File: config.mk
export PLATFORM = sky130hd
export DESIGN_NAME = hostPort
export DESIGN_NICKNAME = d
export VERILOG_FILES = /design/src/isaPkg.sv /design/src/busPkg.sv /design/src/hostPort.sv
export SDC_FILE = /design/constraint.sdc
export NUM_CORES = 1
export LEC_CHECK = 0
export BUFFER_PORTS_ARGS = -buffer_cell sky130_fd_sc_hd__buf_4
export CORE_MARGIN = 10
export CORE_UTILIZATION = 36
export CTS_CLUSTER_DIAMETER = 100
export DETAILED_ROUTE_END_ITERATION = 6
export GPL_TIMING_DRIVEN = 0
export PLACE_DENSITY_LB_ADDON = 0.15
export RECOVER_POWER = 50
export SLEW_MARGIN = 10
export SYNTH_ARGS = -nofsm -noshare
export SYNTH_HDL_FRONTEND = slang
export SYNTH_SLANG_ARGS = --single-unit
File: constraint.sdc
create_clock -name Clock -period 3.47 [get_ports Clock]
set_input_delay 0.694 -clock Clock [delete_from_list [all_inputs] [get_ports Clock]]
set_output_delay 0.694 -clock Clock [all_outputs]
set_load 0.1 [all_outputs]
File: src/isaPkg.sv
package isaPkg;

	localparam int instrWidth = 28;
	localparam int dataWidth = 16;
	localparam int addrWidth = 8;
	localparam int opWidth = 4;
	localparam int memDepth = 1 << addrWidth;	// words in the rom and in the ram.

	// ===================================================================
	// opcodes, code 14 is unused and executes as a nop.
	localparam logic [opWidth-1:0] opNop = 4'h0;
	localparam logic [opWidth-1:0] opAdd = 4'h1;
	localparam logic [opWidth-1:0] opSub = 4'h2;
	localparam logic [opWidth-1:0] opSmul = 4'h3;	// product lands in RL and RH.
	localparam logic [opWidth-1:0] opSto = 4'h4;
	localparam logic [opWidth-1:0] opBle = 4'h5;	// target is the destination field.
	localparam logic [opWidth-1:0] opJmp = 4'h6;
	localparam logic [opWidth-1:0] opCall = 4'h7;
	localparam logic [opWidth-1:0] opRet = 4'h8;
	localparam logic [opWidth-1:0] opLed = 4'h9;
	localparam logic [opWidth-1:0] opLcdChar = 4'hA;
	localparam logic [opWidth-1:0] opLcdCmd = 4'hB;
	localparam logic [opWidth-1:0] opLcdEnb = 4'hC;
	localparam logic [opWidth-1:0] opShl = 4'hD;
	localparam logic [opWidth-1:0] opHalt = 4'hF;

	// source addresses that read RL and RH instead of the data ram.
	localparam logic [addrWidth-1:0] regRl = 8'd254;
	localparam logic [addrWidth-1:0] regRh = 8'd255;

	// ===================================================================
	typedef struct packed {
		logic [opWidth-1:0] opcode;
		logic [addrWidth-1:0] destination;
		logic [addrWidth-1:0] source1;
		logic [addrWidth-1:0] source0;
	} regFormT;

	typedef struct packed {
		logic [opWidth-1:0] opcode;
		logic [addrWidth-1:0] destination;
		logic [dataWidth-1:0] immediate;	// low byte is the jmp and call target.
	} immFormT;

	typedef union packed {
		regFormT regForm;
		immFormT immForm;
	} instrT;

	localparam instrT instrNop = '0;

endpackage

File: src/busPkg.sv
package busPkg;

	localparam int wbAddrWidth = 10;
	localparam int wbDataWidth = 32;

	// ===================================================================
	// word address map.
	localparam logic [wbAddrWidth-1:0] adrProgBase = 10'd0;	// 256 program words.
	localparam logic [wbAddrWidth-1:0] adrControl = 10'd256;
	localparam logic [wbAddrWidth-1:0] adrStatus = 10'd257;
	localparam logic [wbAddrWidth-1:0] adrOutputs = 10'd258;

	// control word.
	localparam int ctrlRun = 0;

	// status word.
	localparam int statHalted = 0;
	localparam int statIpLsb = 8;

	// output word, one byte each.
	localparam int outLedLsb = 0;
	localparam int outLcdLsb = 8;

endpackage

File: src/hostPort.sv
module hostPort
(
	input logic Clock,
	input logic reset,
	input logic wbCyc,
	input logic wbStb,
	input logic wbWe,
	input logic [busPkg::wbAddrWidth-1:0] wbAdr,
	input logic [busPkg::wbDataWidth-1:0] wbDatIn,
	output logic [busPkg::wbDataWidth-1:0] wbDatOut,
	output logic wbAck,
	output logic progWe,
	output logic [isaPkg::addrWidth-1:0] progAddr,
	output isaPkg::instrT progData,
	output logic run,
	output logic start,
	input logic halted,
	input logic [isaPkg::addrWidth-1:0] ip,
	input logic [7:0] led,
	input logic [7:0] lcd
);

	logic request;
	logic isProg;
	logic ctrlWrite;
	logic [busPkg::wbDataWidth-1:0] readWord;

	assign request = wbCyc & wbStb & ~wbAck;	// no new cycle while acking.
	assign isProg = (wbAdr >> isaPkg::addrWidth) == (busPkg::adrProgBase >> isaPkg::addrWidth);
	assign ctrlWrite = wbAck & wbCyc & wbStb & wbWe & (wbAdr == busPkg::adrControl);

	// the ack cycle carries the write strobes to the rom and the core.
	assign progWe = wbAck & wbCyc & wbStb & wbWe & isProg;
	assign progAddr = wbAdr[isaPkg::addrWidth-1:0];
	assign progData = isaPkg::instrT'(wbDatIn[isaPkg::instrWidth-1:0]);
	assign start = ctrlWrite & wbDatIn[busPkg::ctrlRun];

	always_comb
	begin
		readWord = '0;
		case (wbAdr)
			busPkg::adrControl: readWord[busPkg::ctrlRun] = run;
			busPkg::adrStatus:
			begin
				readWord[busPkg::statHalted] = halted;
				readWord[busPkg::statIpLsb +: isaPkg::addrWidth] = ip;
			end
			busPkg::adrOutputs:
			begin
				readWord[busPkg::outLedLsb +: 8] = led;
				readWord[busPkg::outLcdLsb +: 8] = lcd;
			end
			default: readWord = '0;	// program words are write only.
		endcase
	end

	always_ff @(posedge Clock)
	begin
		if (reset)
		begin
			wbAck <= 1'b0;
			run <= 1'b0;
		end
		else
		begin
			wbAck <= request;
			if (ctrlWrite)
				run <= wbDatIn[busPkg::ctrlRun];
		end
	end

	// sampled with the request, held through the ack.
	always_ff @(posedge Clock)
	begin
		if (request)
			wbDatOut <= readWord;
	end

endmodule

* Word level (Yosys, flattened, before mapping)
Index checks and enable logic that the tools add are counted.
** Cells by class
- Eq/ne operators :: 3
- Mux-type cells :: 2
- Bitwise logic cells :: 9
- Reduce and logical (&&, ||, !) cells :: 1
** Operator list (number)
- 10-bit by 9-bit equality test with 1-bit output (second input constant) :: 3
- 8-bit one-hot mux with 2 select lines :: 1
- 10-bit logical NOT :: 1
- 1-bit AND :: 8
- 1-bit one-hot mux with 3 select lines :: 1
- 1-bit inverter :: 1
** Word-level totals
- Input bits :: 72
- Output and inout bits :: 72
- Flip-flop bits (word level) :: 18

* Longest topological paths before layout
- Depth after elaboration :: 5
- Mapped depth :: 4

* Least setup slack after synthesis
OpenSTA, ideal clock, no wires.
- Kind :: reg-to-output
- Start :: register wbAck
- End :: output port progWe
- Required time :: 2776 ps
- Stages on the path, launching flop included :: 3
- Buffers on the path :: 0
- Slack :: -493 ps
- Data arrival time :: 3269 ps
- Cells stage by stage :: dfxtp_1 -> nand4_1 -> nor3_1
** On the way
- Word-level cells in the longest chain between the ends :: 4
** Ends and longest elaborated chain
- start, declared :: RTL line hostPort.sv:11 : output logic wbAck,
- start signal, assigned :: RTL line hostPort.sv:66 : wbAck <= request;
- 1-bit AND (4 in series) :: RTL line hostPort.sv:33 : assign progWe = wbAck & wbCyc & wbStb & wbWe & isProg;
- end, declared :: RTL line hostPort.sv:12 : output logic progWe,
No other way between the ends.

* Final worst setup path
- Start :: input port wbAdr[4] (netlist name)
- End :: output port start
** On the way
- Word-level cells in the longest chain between the ends :: 3
** Ends and longest elaborated chain
- start, declared :: RTL line hostPort.sv:8 : input logic [busPkg::wbAddrWidth-1:0] wbAdr,
- 10-bit by 9-bit equality test with 1-bit output :: RTL line hostPort.sv:30 : assign ctrlWrite = wbAck & wbCyc & wbStb & wbWe & (wbAdr == busPkg::adrControl);
- 1-bit AND :: RTL line hostPort.sv:30
- 1-bit AND :: RTL line hostPort.sv:36 : assign start = ctrlWrite & wbDatIn[busPkg::ctrlRun];
- end, declared :: RTL line hostPort.sv:16 : output logic start,
No other way between the ends.

==> results.md <==
Clocking:
- The clock tree from TritonCTS is yes.
- The clock reaches the later pin of the worst-skew pair after 0.28 ns.
- Clock tree synthesis found a total of 18 sinks.
- The number of post-CTS setup repair buffers is 0.
- After clock tree synthesis, the repair step resized 0 gates.
- The cell chosen for the clock root is sky130_fd_sc_hd__clkbuf_4.
- The total clock buffers created by CTS is 3.
- The number of buffers on the longest clock path is 2.
- For this design, the CTS-stage hold fixing added 0 buffers.
- After clock tree synthesis, the clock-pin slew on the worst setup and hold paths is 0.09 ns.
- The count of H-tree levels built during CTS is 1.

Yosys:
- The mean area per synthesized cell is 10.2 um2.
- The portion of synthesized cell area occupied by the leading cell type is 0.392.
- The biggest area consumer among synthesized cells is sky130_fd_sc_hd__edfxtp_1.
- The unique cell type count in the Yosys netlist is 25.
- The total of warnings raised by yosys is 0.
- The area of the mapped netlist is 1230 um2.
- The share of the yosys chip area belonging to registers is 0.424.
- The gate count after technology mapping is 120.
- The flip-flop and latch count after synthesis is 18.
- Yosys attributes the largest share of cell area to sky130_fd_sc_hd__edfxtp_1 39%, sky130_fd_sc_hd__buf_4 32%, sky130_fd_sc_hd__a22oi_1 4.9%.

Power and ir drop:
- The power density of the placed cells is 393 nW/um2.
- For this design the static power due to leakage is 1.04 nW.
- Power comes to 0.000800 W.
- VDD sags by at most 0.000220 V.

STA:
- The count of final setup violators is 0.
- The normalized max-slew margin is 0.183.
- The number of pins with negative max-slew slack in the final report is 0.
- The total negative setup slack is 0 ns.
- Timing would allow up to 0.347 GHz.
- On the final layout, the worst hold slack is 0.522 ns.
- The worst-case clock skew is 0.00331 ns.
- The transition time of the tightest slew-check pin is 1.22 ns.
- The routed design could run at a clock period as short as 2.88 ns.
- The final hold violation count is 0.
- The post-route fraction of the period consumed by the critical path is 0.830.
- Setup repair after global routing left no endpoint under its margin.

Job:
- Across the run, the number of max-cap violations was 0.

GRT:
- The first global-routing pass estimated 6620 um of wire.
- The initial antenna violation count came to 0.
- The number of global-route vias before repair is 1315.
- For this run the aggregate overflow at the end of global routing stands at 0.
- The pin count of the biggest net entering global routing is 17.
- The total global routing track utilization is 0.133.

Route:
- The final route contains 1163 vias.
- The detail route stage leaves a number of antenna-violating nets equal to 0.
- In the final routed layout, each cell accounts on average for 15.4 um.
- After detailed routing, the total wire length is 4320 um.
- The pre-antenna-repair detailed-routing pass consisted of 4 iterations.
- After the first detailed-routing iteration, the DRC count stood at 32.
- Using the TritonRoute via totals, the vias-per-cell ratio works out to 4.14.
- After detailed routing, the number of remaining DRC violations is 0.

Die:
- In this run the standard cell core region covers 3310 um2.
- The die is 78.4 um wide.
- The floorplan die height is 78.4 um.
- The die covers 6140 um2.
- The number of top-level pins is 144.
- The starting utilization of the core area is 0.370.
- The floorplan has 21 rows.

Worst setup path:
- Data on the critical path arrives at its endpoint at 2.19 ns.
- In this run the critical register-to-register path is captured at wbDatOut[7].
- The worst reg-to-reg setup slack is 1.80 ns.
- The required arrival time at the worst endpoint is 2.78 ns.
- Along the worst path, the maximum fanout reaches 9.
- The kind of end point of the critical path is an output pin.
- The critical path launch point type is an input port.
- The critical path class is in2out.
- In this run the critical register-to-register path is launched from wbAck.
- The number of cells on the worst reg-to-reg path is 1.

Worst hold path:
- The worst hold path terminates at wbAck.
- The worst hold path stage count is 1.
- The worst min-delay path startpoint is wbAck.
- The class of the tightest hold or removal check is reg2reg.

Place:
- The count of buffers added on input and output ports is 96.
- The half-perimeter wire length after detailed placement is 3940 um.
- The last weighted congestion value of the routability-driven placer is 0.681.
- The total placed instance area is 2070 um2.

Finish:
- The number of diodes is 0.
- The synthesis-to-finish area growth is 65.8%.
- After routing the design area is 2030 um2.
- In the final layout, the share of cells above drive strength 1 is 0.604.
- The net count reported at finish is 308.
- The layout filler cell count is 341.

Outcome:
- The flow ran to the end, and the final reports show no timing, DRC or antenna violations.
## synthesized netlist by cell type
library cell	instances
sky130_fd_sc_hd__a41o_1	1
sky130_fd_sc_hd__nor4_2	1
sky130_fd_sc_hd__clkbuf_1	1
sky130_fd_sc_hd__and2b_1	1
sky130_fd_sc_hd__nor4b_4	1
sky130_fd_sc_hd__mux2i_1	1
sky130_fd_sc_hd__a41oi_1	1
sky130_fd_sc_hd__a21oi_1	1
sky130_fd_sc_hd__nor3_1	3
sky130_fd_sc_hd__nor2b_1	1
sky130_fd_sc_hd__nand2b_1	1
sky130_fd_sc_hd__dfxtp_1	2
sky130_fd_sc_hd__buf_4	53
sky130_fd_sc_hd__nand4_1	1
sky130_fd_sc_hd__edfxtp_1	16
sky130_fd_sc_hd__a22oi_1	8
sky130_fd_sc_hd__conb_1	1
sky130_fd_sc_hd__and4_1	1
sky130_fd_sc_hd__or2_2	1
sky130_fd_sc_hd__nor2_1	10
sky130_fd_sc_hd__and2_1	1
sky130_fd_sc_hd__nand2_1	3
sky130_fd_sc_hd__clkbuf_2	1
sky130_fd_sc_hd__inv_1	1
sky130_fd_sc_hd__and3_1	8
## sequential cells by signal, summed over array words and instances (netlist names)
| signal | cells |
|---|---|
| wbDatOut | 16 |
| run | 1 |
| wbAck | 1 |
## placed cells by master, fill, tap and decap left out, types with 2 or more instances in the layout
cell,instances
sky130_fd_sc_hd__conb_1,16
sky130_fd_sc_hd__nand2_1,3
sky130_fd_sc_hd__and3_1,8
sky130_fd_sc_hd__nor3_1,2
sky130_fd_sc_hd__buf_4,135
sky130_fd_sc_hd__clkbuf_4,3
sky130_fd_sc_hd__clkbuf_1,15
sky130_fd_sc_hd__a22oi_1,8
sky130_fd_sc_hd__edfxtp_1,16
sky130_fd_sc_hd__dfxtp_1,2
sky130_fd_sc_hd__nor2_1,10
## layout make-up
cell class / instances / area [um2] / share of cell area
repair buffers: 96 / 672 / 0.330
flip-flops and latches: 18 / 520 / 0.256
plain buffers: 55 / 403 / 0.198
multi-input cells: 61 / 350 / 0.172
well taps: 46 / 57.6 / 0.0283
clock buffers: 3 / 22.5 / 0.0111
clock inverters: 1 / 3.75 / 0.00185
inverters: 1 / 3.75 / 0.00185
## per-layer routing
| metal | GRT usage | vias up | wire length [um] |
|---|---|---|---|
| li1 | - | 576 | - |
| met1 | 0.117 | 505 | 1310 |
| met2 | 0.238 | 80 | 2260 |
| met3 | 0.0945 | 2 | 730 |
| met4 | 0.0376 | 0 | 21 |
| met5 | 0 | - | 0 |
## stage by stage
stage          std cells  setup WS [ns]   util
6_report             281          0.590  0.614
5_1_grt              281          0.396  0.614
4_1_cts              281          0.846  0.632
3_5_place_dp         277          0.845  0.624
3_3_place_gp         277          0.840  0.624
2_1_floorplan        135          0.335      -
## worst max path at each step
stage / slack (ns) / endpoint / cells after the start / startpoint
after global placement: 0.84 / start / 6 / wbAdr[5]
after global routing: 0.40 / start / 6 / wbAdr[5]
after detailed placement: 0.85 / start / 6 / wbAdr[5]
after floorplan: 0.34 / progWe / 2 / wbAck
after CTS: 0.85 / start / 6 / wbAdr[5]
final: 0.59 / start / 6 / wbAdr[4]
## power by group
group	switching, W	leakage, nW	internal, W
Combinational	0.000349	0.864	0.000105
Clock	0.0000579	0.0154	0.0000417
Sequential	0.00000259	0.156	0.000244
## critical path, cell delays in order
cell                       delay, ns
sky130_fd_sc_hd__buf_4          0.11
sky130_fd_sc_hd__nor4_1         0.44
sky130_fd_sc_hd__and2_0         0.18
sky130_fd_sc_hd__clkbuf_1       0.26
sky130_fd_sc_hd__and3_1         0.20
sky130_fd_sc_hd__buf_4          0.28
## kinds of logic (layout without fill, tap and decap cells)
| kind of cell | count (synthesis) | after routing | share of synthesized area |
|---|---|---|---|
| buffers and inverters | 56 | 156 | 0.335 |
| muxes | 1 | 1 | 0.00816 |
| other | 1 | 16 | 0.00306 |
| AOI/OAI and AO/OA | 11 | 11 | 0.0684 |
| DFF | 18 | 18 | 0.424 |
| and+or+nand+nor | 33 | 33 | 0.161 |
Note: power is estimated with default switching activity, not from simulation.
