[src/isaPkg.sv]
package isaPkg;

	localparam int instrWidth = 28;
	localparam int dataWidth = 16;
	localparam int addrWidth = 8;
	localparam int opWidth = 4;
	localparam int memDepth = 1 << addrWidth;	// words in the rom and in the ram.

	// ===================================================================
	// opcodes, code 14 is unused and executes as a nop.
	localparam logic [opWidth-1:0] opNop = 4'h0;
	localparam logic [opWidth-1:0] opAdd = 4'h1;
	localparam logic [opWidth-1:0] opSub = 4'h2;
	localparam logic [opWidth-1:0] opSmul = 4'h3;	// product lands in RL and RH.
	localparam logic [opWidth-1:0] opSto = 4'h4;
	localparam logic [opWidth-1:0] opBle = 4'h5;	// target is the destination field.
	localparam logic [opWidth-1:0] opJmp = 4'h6;
	localparam logic [opWidth-1:0] opCall = 4'h7;
	localparam logic [opWidth-1:0] opRet = 4'h8;
	localparam logic [opWidth-1:0] opLed = 4'h9;
	localparam logic [opWidth-1:0] opLcdChar = 4'hA;
	localparam logic [opWidth-1:0] opLcdCmd = 4'hB;
	localparam logic [opWidth-1:0] opLcdEnb = 4'hC;
	localparam logic [opWidth-1:0] opShl = 4'hD;
	localparam logic [opWidth-1:0] opHalt = 4'hF;

	// source addresses that read RL and RH instead of the data ram.
	localparam logic [addrWidth-1:0] regRl = 8'd254;
	localparam logic [addrWidth-1:0] regRh = 8'd255;

	// ===================================================================
	typedef struct packed {
		logic [opWidth-1:0] opcode;
		logic [addrWidth-1:0] destination;
		logic [addrWidth-1:0] source1;
		logic [addrWidth-1:0] source0;
	} regFormT;

	typedef struct packed {
		logic [opWidth-1:0] opcode;
		logic [addrWidth-1:0] destination;
		logic [dataWidth-1:0] immediate;	// low byte is the jmp and call target.
	} immFormT;

	typedef union packed {
		regFormT regForm;
		immFormT immForm;
	} instrT;

	localparam instrT instrNop = '0;

endpackage

[src/miniAluCore.sv]
module miniAluCore
(
	input logic Clock,
	input logic reset,
	input logic run,
	input logic start,
	output logic [isaPkg::addrWidth-1:0] romAddr,
	input isaPkg::instrT instr,
	output logic [isaPkg::addrWidth-1:0] ramRdAddr0,
	output logic [isaPkg::addrWidth-1:0] ramRdAddr1,
	input logic [isaPkg::dataWidth-1:0] ramRdData0,
	input logic [isaPkg::dataWidth-1:0] ramRdData1,
	output logic ramWe,
	output logic [isaPkg::addrWidth-1:0] ramWrAddr,
	output logic [isaPkg::dataWidth-1:0] ramWrData,
	output logic halted,
	output logic [isaPkg::addrWidth-1:0] ip,
	output logic [7:0] led,
	output logic [7:0] lcd
);

	isaPkg::instrT fetchReg;	// instruction in execute.
	logic [isaPkg::opWidth-1:0] execOp;
	logic [isaPkg::addrWidth-1:0] retReg;
	logic [isaPkg::addrWidth-1:0] target;
	logic [isaPkg::dataWidth-1:0] rl;
	logic [isaPkg::dataWidth-1:0] rh;
	logic [isaPkg::dataWidth-1:0] result;
	logic signed [isaPkg::dataWidth-1:0] src0;
	logic signed [isaPkg::dataWidth-1:0] src1;
	logic signed [2*isaPkg::dataWidth-1:0] product;
	logic fetchEn;
	logic writeEn;
	logic branchTaken;
	logic ledEn;
	logic mulEn;
	logic lcdLoad;
	logic lcdToggle;
	logic callEn;
	logic haltNow;

	// the last result still waits in the write stage, so it wins over ram.
	function automatic logic [isaPkg::dataWidth-1:0] selectSource
	(
		input logic [isaPkg::addrWidth-1:0] addr,
		input logic [isaPkg::dataWidth-1:0] ramData
	);
		logic [isaPkg::dataWidth-1:0] value;
		if (addr == isaPkg::regRl)
			value = rl;
		else if (addr == isaPkg::regRh)
			value = rh;
		else
			value = ramData;
		if (ramWe && addr == ramWrAddr)
			value = ramWrData;	// forwarding.
		return value;
	endfunction

	// ===================================================================
	// decode and operands

	assign execOp = fetchReg.regForm.opcode;
	assign ramRdAddr0 = fetchReg.regForm.source0;
	assign ramRdAddr1 = fetchReg.regForm.source1;

	always_comb
	begin
		src0 = selectSource(ramRdAddr0, ramRdData0);
		src1 = selectSource(ramRdAddr1, ramRdData1);
	end

	assign product = src1 * src0;	// signed, full 32 bits.

	// a taken branch steers this cycle's fetch, no slot behind it.
	assign romAddr = branchTaken ? target : ip;
	assign fetchEn = run & ~halted & ~haltNow;

	// ===================================================================
	// execute

	always_comb
	begin
		writeEn = 1'b0;
		result = '0;
		branchTaken = 1'b0;
		target = fetchReg.immForm.immediate[isaPkg::addrWidth-1:0];
		ledEn = 1'b0;
		mulEn = 1'b0;
		lcdLoad = 1'b0;
		lcdToggle = 1'b0;
		callEn = 1'b0;
		haltNow = 1'b0;
		case (execOp)
			isaPkg::opAdd:
			begin
				writeEn = 1'b1;
				result = src1 + src0;
			end
			isaPkg::opSub:
			begin
				writeEn = 1'b1;
				result = src1 - src0;
			end
			isaPkg::opShl:
			begin
				writeEn = 1'b1;
				result = src1 << src0;
			end
			isaPkg::opSto:
			begin
				writeEn = 1'b1;
				result = fetchReg.immForm.immediate;
			end
			isaPkg::opSmul: mulEn = 1'b1;
			isaPkg::opBle:
			begin
				branchTaken = (src1 <= src0);	// signed compare.
				target = fetchReg.regForm.destination;
			end
			isaPkg::opJmp: branchTaken = 1'b1;
			isaPkg::opCall:
			begin
				branchTaken = 1'b1;
				callEn = 1'b1;
			end
			isaPkg::opRet:
			begin
				branchTaken = 1'b1;
				target = retReg;
			end
			isaPkg::opLed: ledEn = 1'b1;
			isaPkg::opLcdChar, isaPkg::opLcdCmd: lcdLoad = 1'b1;
			isaPkg::opLcdEnb: lcdToggle = 1'b1;
			isaPkg::opHalt: haltNow = 1'b1;
			default: ;	// nop and the spare code.
		endcase
	end

	// ===================================================================
	// pipeline control

	always_ff @(posedge Clock)
	begin
		if (reset)
		begin
			ip <= '0;
			fetchReg <= isaPkg::instrNop;
			halted <= 1'b0;
			ramWe <= 1'b0;
		end
		else
		begin
			ramWe <= writeEn;
			if (start)
			begin
				ip <= '0;
				fetchReg <= isaPkg::instrNop;
				halted <= 1'b0;
			end
			else
			begin
				if (haltNow)
					halted <= 1'b1;
				if (fetchEn)
				begin
					fetchReg <= instr;
					ip <= romAddr + 1'b1;
				end
				else
					fetchReg <= isaPkg::instrNop;	// bubble while stopped.
			end
		end
	end

	// write stage and special registers.
	always_ff @(posedge Clock)
	begin
		ramWrAddr <= fetchReg.regForm.destination;
		ramWrData <= result;
		if (mulEn)
		begin
			rl <= product[isaPkg::dataWidth-1:0];
			rh <= product[2*isaPkg::dataWidth-1:isaPkg::dataWidth];
		end
		if (callEn)
			retReg <= ip;	// already one past the call.
	end

	// lcd byte is {backlight, rw, rs, enable, data nibble}.
	always_ff @(posedge Clock)
	begin
		if (reset)
		begin
			led <= '0;
			lcd <= '0;
		end
		else
		begin
			if (ledEn)
				led <= src1[7:0];
			if (lcdLoad)
				lcd <= {1'b1, 1'b0, execOp == isaPkg::opLcdChar, lcd[4], src1[7:4]};
			else if (lcdToggle)
				lcd <= {1'b1, lcd[6:5], ~lcd[4], lcd[3:0]};
		end
	end

endmodule

[config.mk]
export PLATFORM = sky130hd
export DESIGN_NAME = miniAluCore
export DESIGN_NICKNAME = d
export VERILOG_FILES = /design/src/isaPkg.sv /design/src/miniAluCore.sv
export SDC_FILE = /design/constraint.sdc
export NUM_CORES = 1
export LEC_CHECK = 0
export BUFFER_PORTS_ARGS = -buffer_cell sky130_fd_sc_hd__buf_2
export CAP_MARGIN = 20
export CORE_MARGIN = 4
export CORE_UTILIZATION = 45
export DETAILED_ROUTE_END_ITERATION = 16
export PLACE_DENSITY = 0.74
export SLEW_MARGIN = 20
export SYNTH_ARGS = -nofsm -noshare
export SYNTH_HDL_FRONTEND = slang
export SYNTH_SLANG_ARGS = --single-unit
[constraint.sdc]
create_clock -name Clock -period 9.1 [get_ports Clock]
set_input_delay 0.91 -clock Clock [delete_from_list [all_inputs] [get_ports Clock]]
set_output_delay 0.91 -clock Clock [all_outputs]
set_load 0.01 [all_outputs]
== Word-level counts from Yosys, hierarchy flattened ==
Cells that the tools add are included.
Storage, ports and cells
  register bits: 117
  output and inout bits: 74
Cells by class
  multiply operators: 1
  add/subtract/negate cells: 3
  bitwise operators: 7
  shifts and indexed selects: 1
  reduce and logical (&&, ||, !) cells: 9
  magnitude comparators: 1
  equal/unequal tests: 20
  mux-type cells: 19
Operators by type and width (count)
  16-bit two-way mux: 6
  16-bit case mux with 4 select lines: 1
  8-bit == test (second input constant): 4
  16-bit by 16-bit multiplier with 32-bit output: 1
  4-bit == test (second input constant): 7
  8-bit two-way mux: 3
  16-bit adder: 1
  4-bit by 3-bit == test with 1-bit output (second input constant): 4
  8-bit == test: 2
  16-bit less-or-equal comparator: 1
  8-bit case mux with 2 select lines: 1
  16-bit by 16-bit << shifter with 16-bit output: 1
  16-bit subtractor: 1
  8-bit by 1-bit adder with 8-bit output (second input constant): 1
  4-bit by 2-bit == test with 1-bit output (second input constant): 2
  1-bit two-way mux: 7
  3-bit OR reduction: 2
  1-bit inverter: 5
  4-bit by 1-bit == test with 1-bit output (second input constant): 1
  2-bit OR reduction: 2
  4-bit OR reduction: 1
  1-bit AND: 2
  1-bit logical AND: 2
  1-bit case mux with 2 select lines: 1
  2 further kinds: 2

== Logic depth before layout (Yosys ltp) ==
  word-level depth: 8
  gate-level depth with buffers: 34
  gate-level depth less buffers: 31

== Worst setup path before layout ==
OpenSTA, ideal clock, no wires.
  path kind: flip-flop to flip-flop
  from: reg fetchReg[1] (netlist bit)
  to: reg rh[15] (netlist bit), data pin
  required time: 8840 ps
  period minus slack after synthesis: 8085 ps
  stages on the path, launching flop included: 33
  path buffers: 5
  setup time: 260 ps
  slack: 1015 ps
  arrival: 7825 ps
  cell sequence: dfxtp_1 > xnor2_1 > nand3_1 > nor3_4 > buf_2 > buf_2 > buf_1 > buf_1 > a21o_1 > buf_1 > ha_1 > inv_1 > fa_1 > inv_1 > fa_1 > inv_1 > fa_1 > inv_1 > fa_1 > fa_1 > inv_1 > fa_1 > inv_1 > ha_1 > nand3_1 > or3_1 > or2_2 > o21bai_1 > a2bb2oi_1 > a21boi_0 > a211o_1 > a21oi_1 > xnor2_1
On the way
  longest elaborated chain between the ends: 5
RTL lines
  start, declared: line miniAluCore.sv:22  | isaPkg::instrT fetchReg;
  start signal, assigned: line miniAluCore.sv:148  | fetchReg <= isaPkg::instrNop;
  start signal, assigned: line miniAluCore.sv:158  | fetchReg <= isaPkg::instrNop;
  start signal, assigned: line miniAluCore.sv:167  | fetchReg <= instr;
  8-bit == test: line miniAluCore.sv:51  | else if (addr == isaPkg::regRh)
  16-bit two-way mux: line miniAluCore.sv:51
  16-bit two-way mux: line miniAluCore.sv:49  | if (addr == isaPkg::regRl)
  16-bit two-way mux (*): line miniAluCore.sv:55  | if (ramWe && addr == ramWrAddr)
  16-bit by 16-bit multiplier with 32-bit output (*): line miniAluCore.sv:73  | assign product = src1 * src0;
  net product, one bit: line miniAluCore.sv:31  | logic signed [2*isaPkg::dataWidth-1:0] product;
  end signal, assigned: line miniAluCore.sv:184  | rh <= product[2*isaPkg::dataWidth-1:isaPkg::dataWidth];
  end, declared: line miniAluCore.sv:27  | logic [isaPkg::dataWidth-1:0] rh;
Mark *: on every way through the listed nets, which the timed path passes. The rest lies on a longest branch.
A chain may end at the register's enable or synchronous reset.

== Worst setup path in the final report ==
  from: reg fetchReg[11] (netlist bit)
  to: reg rh[15] (netlist bit), data pin
On the way
  longest elaborated chain between the ends: 5
RTL lines
  8-bit == test: line miniAluCore.sv:51
  16-bit two-way mux: line miniAluCore.sv:51
  16-bit two-way mux: line miniAluCore.sv:49
  16-bit two-way mux (*): line miniAluCore.sv:55
  net src1, one bit: line miniAluCore.sv:30  | logic signed [isaPkg::dataWidth-1:0] src1;
  16-bit by 16-bit multiplier with 32-bit output (*): line miniAluCore.sv:73
  net product, one bit: line miniAluCore.sv:31
Marked as above.

==> flow_metrics.tcl <==
set metrics [dict create \
    hold_path_class "register to register" \
    critPathLaunch "fetchReg[11]" \
    gr-usage-all-layers 0.291 \
    ys.flop_type "dfxtp_1" \
    slew_headroom 0.400 \
    setup_violations 0 \
    synthCells 1994 \
    cp_common_cell "fa_1" \
    vias 15000 \
    ys_seq_area_frac 0.157 \
    wl_per_cell_um 22.8 \
    overflow 0 \
    postCtsHoldBufs 0 \
    avgSynthCellArea_um2 8.78 \
    fmaxAchievable_ghz 0.115 \
    viasPerCell 5.72 \
    start_util 0.454 \
    synth_edf_count 40 \
    cp_num_buf_inv 4 \
    io_buffers 136 \
    rsz0062_at_grt "no" \
    worstPathArrival_ns 8.85 \
    hpwl_mm 48.1 \
    nNetsFinal 2536 \
    drv_cap 0 \
    post-cts-setup-buffers 0 \
    worst_setup_path_end_kind "register" \
    syn_area_um2 17500 \
    die_h_um 205 \
    min_period_ns 8.67 \
    min_from "fetchReg[16]" \
    ys_async_sr_fraction 0 \
    h-tree-depth 4 \
    finalWeightedCongestion 1.04 \
    synth_nets 2437 \
    worstSetupStartpointType "register" \
    synth_top_area_cell "fa_1" \
    status "completed" \
    num_rows 72 \
    die_w_um 205 \
    die_area_um2 42100 \
    areaGrowthSynthToFinish_pct 10.5 \
    num_io_pins 138 \
    grt_max_degree 33 \
    slew_viol_final 0 \
    final.setup.tns_ns 0 \
    fin_crit_sh 0.953 \
    core_um2 38600 \
    synth_top_area_share 0.302 \
    clk_pin_slew_ns 0.06 \
    cts_buffers 17 \
    cts_sinks 117 \
    cts_buffer_depth 2 \
    drive_above_1_share 0.124 \
    cts_tree "yes" \
    crit_path_max_fanout 13 \
    tightest_slew_ns 0.897 \
    yosys_warnings 0 \
    grt_pass1_vias 15600 \
    cts_root_buf "clkbuf_16" \
    yosys-top-cells-area "fa_1 30%, dfxtp_1 8.8%, ha_1 8.2%" \
    dr.pass1.iters 6 \
    yosys_register_bits 117 \
    critPathSlowestCell "clkinv_1" \
    cts_resized 0 \
    drtIter0Drc 1706 \
    grt_pass1_wl_mm 92.5 \
    ys_types 84 \
    clock_latency_ns 0.44 \
    rr_startpoint "fetchReg[11]" \
    antenna_found_initial 3 \
    fin_worst_skew_ns 0.00947 \
    cp_top_family "adder cells" \
    drc 0 \
    drt-total-wl_mm 59.9 \
    hold_viol 0 \
    path_class "register to register" \
    max_stage_delay_ns 0.63 \
    ant_nets 0 \
    required_ns 9.28 \
]
synthesized netlist by cell type, types with 29 or more instances:
cell and count:
o21ai_0 46, a211oi_1 29, nand2_1 186, a21oi_1 88, edfxtp_1 40, xnor2_1 60, fa_1 264, clkbuf_1 61
inv_1 375, ha_1 115, mux2i_1 60, and2_1 38, dfxtp_1 77, nor2_1 201
layout make-up:
class	instances	area (um2)
Inverter	385	1450
Fill cell	3720	19200
Multi-Input combinational cell	1393	12900
Sequential cell	117	2740
Tap cell	518	648
Timing Repair Buffer	179	1020
Clock buffer	17	425
Antenna cell	1	2.50
Clock inverter	15	200
worst paths after layout:
kind | end | slack (ns) | cells after the start
worst min-delay path | ramWrAddr[0] | 0.38 | 0
worst min register to register | ramWrAddr[0] | 0.38 | 0
worst max-delay path | rh[15] | 0.43 | 25
worst max register to register | rh[15] | 0.43 | 25
logic make-up (layout without fill, tap and decap cells):
logic type,Yosys count,count (layout),share of synthesized area
DFF,117,117,0.157
other,1,2,0.000214
AOI/OAI and AO/OA,308,308,0.120
muxes,83,83,0.0517
xor gates and xnor gates,77,77,0.0385
buffers and inverters,484,596,0.110
adders and majority gates,379,379,0.384
and+or+nand+nor,545,545,0.140
per-layer routing:
metal  vias up  track usage  part of all wire
met1      7360        0.382              0.39
li1       6588            -                 -
met2       885        0.459              0.45
met3       188       0.0692              0.10
met4         0        0.130             0.054
met5         -            0                 0
worst reg2reg max path, cell delays in order, from the launching register on:
cell       delay (ns)
dfxtp_1          0.49
nand4_1          0.25
nor2_2           0.52
mux2i_1          0.30
mux2_2           0.53
clkinv_1         0.63
nand2_1          0.28
fa_1             0.49
fa_1             0.50
inv_1            0.06
fa_1             0.49
fa_1             0.43
fa_1             0.57
inv_1            0.08
fa_1             0.48
inv_1            0.06
ha_1             0.33
nand3_1          0.13
or3_1            0.41
or2_2            0.29
o21bai_1         0.19
a2bb2oi_1        0.11
a21boi_0         0.39
a211o_1          0.19
a21oi_1          0.07
xnor2_1          0.14
metrics by stage:
stage,hold WS [ns],instances,worst slack [ns],utilization,area (um2)
floorplan,0.332,1994,1.01,-,17500
global placement,0.358,2592,0.794,0.485,18700
detailed placement,0.372,2592,0.632,0.485,18700
CTS,0.379,2624,0.578,0.502,19300
global route,0.387,2624,0.0219,0.502,19300
finish,0.384,2625,0.429,0.502,19400
placed cells by master, fill, tap and decap left out, types with 14 or more instances in the layout:
master     count
xor2_1        17
buf_4         42
clkbuf_16     17
buf_2        136
xnor2_1       60
ha_1         115
nor2_1       200
o21ai_0       45
fa_1         264
a211oi_1      29
nand2_1      186
a22oi_1       17
mux2_2        16
edfxtp_1      40
a21oi_1       88
inv_1        375
a21o_1        21
nand3_1       26
nor3_1        20
o21bai_1      14
dfxtp_1       77
and2_1        38
mux2i_1       60
registers in the layout, summed over array words and instances, names as in the netlist:
name       count
fetchReg      28
ramWrData     16
rh            16
rl            16
ip             8
led            8
ramWrAddr      8
retReg         8
lcd            7
halted         1
ramWe          1
Power is not shown: default switching activity piles up to over one toggle a cycle in this logic, so the estimate is an artifact.
